--- src/lat_params.svh ---
/* Sizing macros for the MAC latency probe: synchronizer depth, counter
   widths and register bus widths. */
`ifndef LAT_PARAMS_SVH
`define LAT_PARAMS_SVH

// Flip-flops in the strobe synchronizer.
`define LAT_SYNC_STAGES 3

// Latency counter, wraps at this width.
`define LAT_CNT_W 8

// Register bus.
`define LAT_ADDR_W 4
`define LAT_DATA_W 32

// Finished-measurement counter.
`define LAT_NUM_W 16

`endif
--- src/lat_pkg.sv ---
/* Types shared by the latency probe: register request, control outputs
   of the register file and the statistics bundle. */
`include "lat_params.svh"

package lat_pkg;

    // One host register access.
    typedef struct packed {
        logic                   wr;
        logic                   rd;
        logic [`LAT_ADDR_W-1:0] addr;
        logic [`LAT_DATA_W-1:0] wdata;
    } csr_req_t;

    // Enable is a level, the clears are single-cycle pulses.
    typedef struct packed {
        logic en;
        logic meas_clr;
        logic stats_clr;
    } lat_ctrl_t;

    typedef struct packed {
        logic [`LAT_CNT_W-1:0] last;
        logic [`LAT_CNT_W-1:0] min_lat;
        logic [`LAT_CNT_W-1:0] max_lat;
        logic [`LAT_NUM_W-1:0] num;
    } lat_stats_t;

endpackage

--- src/lat_top.sv ---
/* Latency probe top: register file, measurement block and statistics. */
`timescale 1ns/1ns
`include "lat_params.svh"

module lat_top
    import lat_pkg::*;
(
    input  logic                   i_clk_pll,
    input  logic                   rst,
    input  csr_req_t               i_csr_req,
    input  logic                   i_tx_lat_sop,
    input  logic                   i_rx_lat_sop,
    output logic [`LAT_DATA_W-1:0] o_csr_rdata,
    output logic                   o_csr_rvalid
);

    lat_ctrl_t             ctrl;
    logic                  lat_done;
    logic [`LAT_CNT_W-1:0] lat_cnt;
    lat_stats_t            stats;

    lat_csr u_csr (
        .i_clk_pll    (i_clk_pll),
        .rst          (rst),
        .i_csr_req    (i_csr_req),
        .i_lat_done   (lat_done),
        .i_lat_cnt    (lat_cnt),
        .i_stats      (stats),
        .o_ctrl       (ctrl),
        .o_csr_rdata  (o_csr_rdata),
        .o_csr_rvalid (o_csr_rvalid)
    );

    lat_measure u_measure (
        .i_clk_pll    (i_clk_pll),
        .rst          (rst),
        .i_ctrl       (ctrl),
        .i_tx_lat_sop (i_tx_lat_sop),
        .i_rx_lat_sop (i_rx_lat_sop),
        .o_lat_done   (lat_done),
        .o_lat_cnt    (lat_cnt)
    );

    lat_stats u_stats (
        .i_clk_pll   (i_clk_pll),
        .rst         (rst),
        .i_stats_clr (ctrl.stats_clr),
        .i_lat_done  (lat_done),
        .i_lat_cnt   (lat_cnt),
        .o_stats     (stats)
    );

endmodule

--- src/lat_csr.sv ---
/* Probe register file: control bit and clear pulses, status and
   statistics readback with a one-cycle read-valid. */
`timescale 1ns/1ns
`include "lat_params.svh"

module lat_csr
    import lat_pkg::*;
(
    input  logic                   i_clk_pll,
    input  logic                   rst,
    input  csr_req_t               i_csr_req,
    input  logic                   i_lat_done,
    input  logic [`LAT_CNT_W-1:0]  i_lat_cnt,
    input  lat_stats_t             i_stats,
    output lat_ctrl_t              o_ctrl,
    output logic [`LAT_DATA_W-1:0] o_csr_rdata,
    output logic                   o_csr_rvalid
);

    localparam logic [`LAT_ADDR_W-1:0] ADDR_CTRL   = 'd0;
    localparam logic [`LAT_ADDR_W-1:0] ADDR_STATUS = 'd1;
    localparam logic [`LAT_ADDR_W-1:0] ADDR_LAST   = 'd2;
    localparam logic [`LAT_ADDR_W-1:0] ADDR_MIN    = 'd3;
    localparam logic [`LAT_ADDR_W-1:0] ADDR_MAX    = 'd4;
    localparam logic [`LAT_ADDR_W-1:0] ADDR_NUM    = 'd5;

    logic                   en_r;
    logic                   ctrl_wr;
    logic [`LAT_DATA_W-1:0] rd_mux;
    logic [`LAT_DATA_W-1:0] rdata_r;
    logic                   rvalid_r;

    assign ctrl_wr = i_csr_req.wr && (i_csr_req.addr == ADDR_CTRL);

    always_ff @(posedge i_clk_pll) begin
        if (rst) begin
            en_r <= 1'b0;
        end else if (ctrl_wr) begin
            en_r <= i_csr_req.wdata[0];
        end
    end

    // Clear pulses act on the edge that samples the write.
    assign o_ctrl.en        = en_r;
    assign o_ctrl.meas_clr  = ctrl_wr && i_csr_req.wdata[1];
    assign o_ctrl.stats_clr = ctrl_wr && i_csr_req.wdata[2];

    always_comb begin
        rd_mux = '0;
        case (i_csr_req.addr)
            ADDR_CTRL: begin
                rd_mux[0] = en_r; // Clear bits read as 0.
            end
            ADDR_STATUS: begin
                rd_mux[0]               = i_lat_done;
                rd_mux[8 +: `LAT_CNT_W] = i_lat_cnt;
            end
            ADDR_LAST: rd_mux[`LAT_CNT_W-1:0] = i_stats.last;
            ADDR_MIN:  rd_mux[`LAT_CNT_W-1:0] = i_stats.min_lat;
            ADDR_MAX:  rd_mux[`LAT_CNT_W-1:0] = i_stats.max_lat;
            ADDR_NUM:  rd_mux[`LAT_NUM_W-1:0] = i_stats.num;
            default:   rd_mux = '0;
        endcase
    end

    always_ff @(posedge i_clk_pll) begin
        if (rst) begin
            rvalid_r <= 1'b0;
        end else begin
            rvalid_r <= i_csr_req.rd;
        end
    end

    always_ff @(posedge i_clk_pll) begin
        if (i_csr_req.rd) begin
            rdata_r <= rd_mux;
        end
    end

    assign o_csr_rdata  = rdata_r;
    assign o_csr_rvalid = rvalid_r;

endmodule

--- src/lat_stats.sv ---
/* Latency statistics: last, minimum and maximum value and the number of
   finished measurements. */
`timescale 1ns/1ns
`include "lat_params.svh"

module lat_stats
    import lat_pkg::*;
(
    input  logic                  i_clk_pll,
    input  logic                  rst,
    input  logic                  i_stats_clr,
    input  logic                  i_lat_done,
    input  logic [`LAT_CNT_W-1:0] i_lat_cnt,
    output lat_stats_t            o_stats
);

    logic       done_d;
    logic       done_rise;
    lat_stats_t stats_r;

    always_ff @(posedge i_clk_pll) begin
        if (rst) begin
            done_d <= 1'b0;
        end else begin
            done_d <= i_lat_done;
        end
    end

    assign done_rise = i_lat_done && !done_d;

    always_ff @(posedge i_clk_pll) begin
        if (rst || i_stats_clr) begin
            stats_r.last    <= '0;
            stats_r.min_lat <= '1; // Any first result is smaller.
            stats_r.max_lat <= '0;
            stats_r.num     <= '0;
        end else if (done_rise) begin
            stats_r.last <= i_lat_cnt;
            if (i_lat_cnt < stats_r.min_lat) begin
                stats_r.min_lat <= i_lat_cnt;
            end
            if (i_lat_cnt > stats_r.max_lat) begin
                stats_r.max_lat <= i_lat_cnt;
            end
            if (stats_r.num != '1) begin
                stats_r.num <= stats_r.num + 1'b1; // Saturates.
            end
        end
    end

    assign o_stats = stats_r;

endmodule

--- src/lat_measure.sv ---
/* Start-of-packet latency counter: latches the transmit and receive
   strobes and counts the clock cycles between them. */
`timescale 1ns/1ns
`include "lat_params.svh"

module lat_measure
    import lat_pkg::*;
(
    input  logic                  i_clk_pll,
    input  logic                  rst,
    input  lat_ctrl_t             i_ctrl,
    input  logic                  i_tx_lat_sop,
    input  logic                  i_rx_lat_sop,
    output logic                  o_lat_done,
    output logic [`LAT_CNT_W-1:0] o_lat_cnt
);

    logic                  tx_sop_sync;
    logic                  rx_sop_sync;
    logic                  clr;
    logic                  tx_lat;
    logic                  rx_lat;
    logic                  rx_lat_d;
    logic                  cnt_en;
    logic                  done_r;
    logic [`LAT_CNT_W-1:0] cnt_r;

    lat_resync #(
        .WIDTH  (2),
        .STAGES (`LAT_SYNC_STAGES)
    ) u_sop_sync (
        .i_clk_pll (i_clk_pll),
        .rst       (rst),
        .i_d       ({i_tx_lat_sop, i_rx_lat_sop}),
        .o_q       ({tx_sop_sync, rx_sop_sync})
    );

    assign clr = rst | i_ctrl.meas_clr;

    // Latches hold the first strobe seen while enabled.
    always_ff @(posedge i_clk_pll) begin
        if (clr || !i_ctrl.en) begin
            tx_lat <= 1'b0;
            rx_lat <= 1'b0;
        end else begin
            if (tx_sop_sync) begin
                tx_lat <= 1'b1;
            end
            if (rx_sop_sync && tx_lat) begin
                rx_lat <= 1'b1; // Only after a transmit strobe.
            end
        end
    end

    always_ff @(posedge i_clk_pll) begin
        if (clr) begin
            rx_lat_d <= 1'b0;
        end else begin
            rx_lat_d <= rx_lat;
        end
    end

    always_ff @(posedge i_clk_pll) begin
        if (clr || rx_lat) begin
            cnt_en <= 1'b0; // Stops once the receive latch is set.
        end else if (tx_lat) begin
            cnt_en <= 1'b1;
        end
    end

    always_ff @(posedge i_clk_pll) begin
        if (clr) begin
            done_r <= 1'b0;
        end else if (rx_lat && !rx_lat_d) begin
            done_r <= 1'b1; // Sticky until the next clear.
        end
    end

    always_ff @(posedge i_clk_pll) begin
        if (clr) begin
            cnt_r <= '0;
        end else if (cnt_en) begin
            cnt_r <= cnt_r + 1'b1;
        end
    end

    assign o_lat_done = done_r;
    assign o_lat_cnt  = cnt_r;

endmodule

--- src/lat_resync.sv ---
/* Multi-stage flip-flop synchronizer for a bundle of strobes. */
`timescale 1ns/1ns

module lat_resync #(
    parameter int WIDTH  = 1,
    parameter int STAGES = 3
) (
    input  logic             i_clk_pll,
    input  logic             rst,
    input  logic [WIDTH-1:0] i_d,
    output logic [WIDTH-1:0] o_q
);

    logic [WIDTH-1:0] sync_r [STAGES];

    always_ff @(posedge i_clk_pll) begin
        if (rst) begin
            for (int i = 0; i < STAGES; i++) begin
                sync_r[i] <= '0;
            end
        end else begin
            sync_r[0] <= i_d; // First stage may go metastable.
            for (int i = 1; i < STAGES; i++) begin
                sync_r[i] <= sync_r[i-1];
            end
        end
    end

    assign o_q = sync_r[STAGES-1];

endmodule

--- config.mk ---
export PLATFORM = sky130hd
export DESIGN_NAME = lat_top
export DESIGN_NICKNAME = d
export VERILOG_FILES = /design/src/lat_pkg.sv /design/src/lat_top.sv /design/src/lat_csr.sv /design/src/lat_stats.sv /design/src/lat_measure.sv /design/src/lat_resync.sv
export VERILOG_INCLUDE_DIRS = /design/src
export SDC_FILE = /design/constraint.sdc
export NUM_CORES = 1
export LEC_CHECK = 0
export BUFFER_PORTS_ARGS = -buffer_cell sky130_fd_sc_hd__buf_2
export CAP_MARGIN = 20
export CORE_AREA = 5 5 112 114
export CTS_BUF_LIST = sky130_fd_sc_hd__clkbuf_8
export DETAILED_ROUTE_END_ITERATION = 10
export DIE_AREA = 0 0 117 119
export GPL_ROUTABILITY_DRIVEN = 0
export SKIP_LAST_GASP = 1
export SYNTH_ARGS = -nofsm -noshare
export SYNTH_HDL_FRONTEND = slang
export SYNTH_HIERARCHICAL = 1
export SYNTH_SLANG_ARGS = --single-unit
--- constraint.sdc ---
create_clock -name i_clk_pll -period 2.7 [get_ports i_clk_pll]
set_clock_uncertainty 0.1 [all_clocks]
set_input_delay 0.135 -clock i_clk_pll [delete_from_list [all_inputs] [get_ports i_clk_pll]]
set_output_delay 0.135 -clock i_clk_pll [all_outputs]
set_load 0.05 [all_outputs]
Yosys cells after proc, flatten, opt, wreduce, memory -nomap -nowiden:

Memories as Yosys holds them, arrays and structs flattened.
Cells that the tools add are included.
Widths: inputs -> output; s select.

* output and inout bits: 33
* bits in writable memories: 6
* memories: 1
* logic and storage cells: 54
* bits in registers: 72
* input bits: 42

Memory list
* u_measure.u_sop_sync.sync_r: depth 3, bits a word 2, read ports 3, clocked after memory_dff 0, wr ports 3, line lat_resync.sv:14 `logic [WIDTH-1:0] sync_r [STAGES];`

* equal/unequal tests: 6
* bitwise operators: 4
* $lt $le $gt $ge: 2
* add/sub/neg operators: 2
* reductions and logical operators: 16
* mux-type cells: 9

Operators by type and width (count)
* $pmux 7 s4: 1
* $add 16x1->16 const B: 1
* $ne 16x16->1 const B: 1
* $pmux 8 s2: 1
* $add 8x1->8 const B: 1
* $eq 4x2->1 const B: 2
* $eq 4x3->1 const B: 2
* $gt 8x8->1: 1
* $lt 8x8->1: 1
* $logic_and 1x1->1: 6
* $mux 2: 3
* $pmux 1 s6: 1
* $reduce_and 2->1: 3
* $eq 4x1->1 const B: 1
* $logic_not 4->1: 1
* $or 1x1->1: 4
* $logic_not 1->1: 3
* $logic_or 1x1->1: 3
* $mux 1: 3

Depth between registers and ports, before layout:

* word-level depth: 5
* mapped depth: 8
* depth with buffers taken out: 7

Cells and area by module:

Netlist, hierarchy kept.

Modules (own cells, without submodules)
* lat_stats: times used 1, area each 2065.7 sq um, cells an instance 244, sequential area each 820.8 sq um
* lat_csr: times used 1, area each 1141.1 sq um, cells an instance 94, sequential area each 520.5 sq um
* lat_measure: times used 1, area each 496.7 sq um, cells an instance 55, sequential area each 260.2 sq um
* lat_resync: times used 1, area each 172.7 sq um, cells an instance 14, sequential area each 120.1 sq um

Worst setup path after synthesis:

No wires, ideal clock.

* path kind: flip-flop to flip-flop
* start: register u_measure.cnt_r[6], in the netlist u_measure/o_lat_cnt[6]
* end: register u_stats.stats_r (netlist bit u_stats/o_stats[30])
* clock period less this slack: 2077 ps
* stages on the path, launching flop included: 8
* arrival time: 1843 ps
* path slack: 623 ps
* path through: dfxtp_1 ha_1 a21o_1 a2111oi_1 o31ai_2 buf_2 nor3_1 a31oi_1

* longest elaborated chain between the ends: 2

RTL lines
* start: declaration: line lat_measure.sv:26 `` logic [`LAT_CNT_W-1:0] cnt_r; ``
* start signal: assignment: line lat_measure.sv:83 `cnt_r <= cnt_r + 1'b1;`
* $lt 8x8->1: line lat_stats.sv:39 `if (i_lat_cnt < stats_r.min_lat) begin`
* $reduce_and 2->1 (no line)
* end: declaration: line lat_stats.sv:19 `lat_stats_t stats_r;`

Parallel ways exist; a longest one is shown, timed or not.
A chain may end at the register's enable or synchronous reset.

Worst setup path in the final report:

* start: register u_measure.cnt_r[5], in the netlist u_measure/o_lat_cnt[5]
* end: register u_stats.stats_r (netlist bit u_stats/o_stats[26])

* longest elaborated chain between the ends: 2

RTL lines (line)
* $lt 8x8->1: lat_stats.sv:39
* $reduce_and 2->1 (no line)

Every way passes these cells.

==> flow_summary.yaml <==
run_status:
  outcome: "complete, no violations"
setup_path:
  r2r_end: "u_stats/o_stats[26]"
  rr_worst_depth: 6
  setup.worst_path.end_class: "flip-flop"
  cp_max_fo: 16
  cp_data_required_time_ns: 2.81
  setup.worst_path.start: "u_measure/o_lat_cnt[5]"
  endpoint: "u_stats/o_stats[26]"
  path_class: "reg -> reg"
  arrival_ns: 2.49
  regToRegSetupSlack_ns: 0.32
  r2r_start: "u_measure/o_lat_cnt[5]"
  worstSetupStartpointType: "flip-flop"
floorplan:
  initial_core_util: 0.342
  io_pins: 75
  fp.coreArea_mm2: 0.0113
  die_area_mm2: 0.0139
  die_h_um: 119
  die_x_um: 117
  rows: 39
clocking:
  clk_pin_slew_ns: 0.08
  insertion_delay_ns: 0.36
  cts_setup_buffers: 0
  htreeDepth: 3
  clock_sinks: 78
  root_buffer: "clkbuf_8"
  cts_tree: "yes"
  numCtsBuffers: 9
  cts.path.max_buffers: 2
detailed_routing:
  firstDrtPassIters: 4
  routed_wl_mm: 8.67
  via_count: 2990
  drtIter0Drc: 226
  wl_per_cell_um: 14.7
  vias_per_cell: 5.06
  post-route-drc-count: 0
  ant_nets: 0
placement:
  hpwl_mm: 6.40
  pre_cts_ws_ns: 0.331
  io_buffers: 29
yosys:
  synth_area_per_cell_um2: 9.52
  synth_common_cells: "dfxtp_1 (62), nor2_1 (37), nand2_1 (26), a21oi_1 (25), buf_4 (21)"
  synth-edff-count: 16
  yosysSeqAreaShare: 0.444
  ys_top_cells_by_area: "dfxtp_1 (32%), edfxtp_1 (12%), ha_1 (5.5%)"
  synth_top_area_frac: 0.320
  synth_top_area_cell: "dfxtp_1"
  synth_area_mm2: 0.00388
  async_reset_ff_frac: 0
  ys_seq_elements: 78
  dominantRegCellSynth: "dfxtp_1"
  synth_cell_type_count: 53
  synthCells: 407
  ys_warn_count: 6
  synth.most_common_cell: "dfxtp_1"
power:
  combPwrFrac: 0.080
  total_leakage_power_nw: 1.76
  p_sw_w: 0.000603
  ir_drop_uv: 229
  power_density_mw_per_mm2: 505
  clock_power_share: 0.369
  p_int_w: 0.00158
  swShare: 0.276
  power_frac_seq: 0.550
finish:
  areaGrowthSynthToFinish_pct: 11.8
  diodes: 0
  nets: 502
  drive_gt1_frac: 0.163
worst_hold_path:
  hold_path_class: "in -> reg"
timing:
  setup_viol: 0
  hold_viol_final: 0
  post-route-min-period_ns: 2.38
  post-route-period-util: 0.881
  slew_headroom: 0.321
  report.final.slew_viol_count: 0
  finalWorstSetupSlack_ns: 0.322
  rsz0062_at_grt: "no"
  timing.fmax_mhz: 420
  setup_tns_ns: 0
  worstMarginPinSlew_ns: 1.01
flow_run:
  max-cap-violations: 0
global_routing:
  grt_pass1_vias: 2844
  grt_pass1_wl_mm: 14.1
  grt_antenna_before_repair: 0
  gr-total-overflow: 0
  track_usage: 0.127
  grt_max_degree: 26
how the worst min path moves through the flow:
stage | from | slack, ns | to | depth (start not counted)
global placement | i_rx_lat_sop | 0.24 | u_measure/u_sop_sync/sync_r[0][0] | 2
detailed placement | i_rx_lat_sop | 0.25 | u_measure/u_sop_sync/sync_r[0][0] | 2
CTS | i_csr_req[37] | 0.01 | u_csr/en_r | 3
floorplan | rst | 0.11 | u_csr/o_csr_rvalid | 1
finish | i_csr_req[37] | 0.03 | u_csr/en_r | 3
global route | i_csr_req[37] | 0.04 | u_csr/en_r | 3
metal layers:
layer  global-route usage  part of all wire  vias up  wire length, µm
li1                     -                 -     1485                -
met1                0.162              0.44     1415             3860
met2                0.206              0.48       81             4150
met3               0.0380             0.063        9              547
met4               0.0430             0.014        0              118
met5                    0                 0        -                0
power by group through the flow:
stage	Clock, W	Sequential, W	Combinational, W
global route	0.000884	0.00120	0.000186
global placement	0	0.00123	0.000169
floorplan	0	0.00127	0.000112
CTS	0.000841	0.00120	0.000177
detailed placement	0	0.00123	0.000170
finish	0.000808	0.00120	0.000176
area by class of cell:
cell class | count | area [µm²]
fillers | 1148 | 6990
multi-input cells | 290 | 1890
flip-flops and latches | 78 | 1720
clock inverters | 7 | 55.1
clock buffers | 9 | 124
inverters | 17 | 63.8
repair buffers | 47 | 295
well taps | 143 | 179
stage by stage:
stage                     hold WS [ns]   util  instance area (µm²)  std cells  power [W]
final                           0.0328  0.383                 4330        591    0.00219
after global routing            0.0424  0.383                 4330        591    0.00228
after CTS                       0.0111  0.383                 4330        591    0.00222
after detailed placement         0.248  0.362                 4090        569    0.00140
after global placement           0.245  0.362                 4090        569    0.00140
after floorplan                  0.107      -                 3930        422    0.00138
cells by family after synthesis:
group | count (synthesis) | share of synthesized area
AOI/OAI and AO/OA | 70 | 0.115
xor gates and xnor gates | 17 | 0.0384
adders and majority gates | 17 | 0.0549
buffers and inverters | 54 | 0.0817
DFF | 78 | 0.444
muxes | 18 | 0.0507
other | 1 | 0.000967
and+or+nand+nor | 152 | 0.215
cell usage in the layout (no fill, tap or decap), drive strengths merged, types with 7 or more instances in the layout:
cell,synthesis,final
nor2,43,43
ha,17,17
nand3,19,19
a31oi,7,7
dfxtp,62,62
inv,17,21
o21ai,17,17
conb,1,16
nor3,12,12
nand4,10,10
mux2i,17,17
nand2,26,26
clkbuf,6,9
nor2b,10,10
xor2,11,11
a21oi,25,25
edfxtp,16,16
buf,31,41
registers in the layout, indices dropped and copies added, names as in the netlist, 6 cells and up:
| register | cells |
|---|---|
| u_stats/o_stats | 40 |
| u_csr/o_csr_rdata | 16 |
| u_measure/o_lat_cnt | 8 |
| u_measure/u_sop_sync/sync_r | 6 |
worst max-delay path: stages (launching register included):
cell	delay, ns
dfxtp_1	0.57
ha_1	0.31
and4_1	0.15
a2111oi_1	0.48
o31ai_2	0.34
nor3_1	0.23
a31oi_1	0.06
timing repair:
| item | CTS | global route |
|---|---|---|
| hold endpoints to repair | 8 | 0 |
| resized for setup | 0 | 0 |
| hold buffers | 6 | 0 |
(Power assumes the default switching activity.)
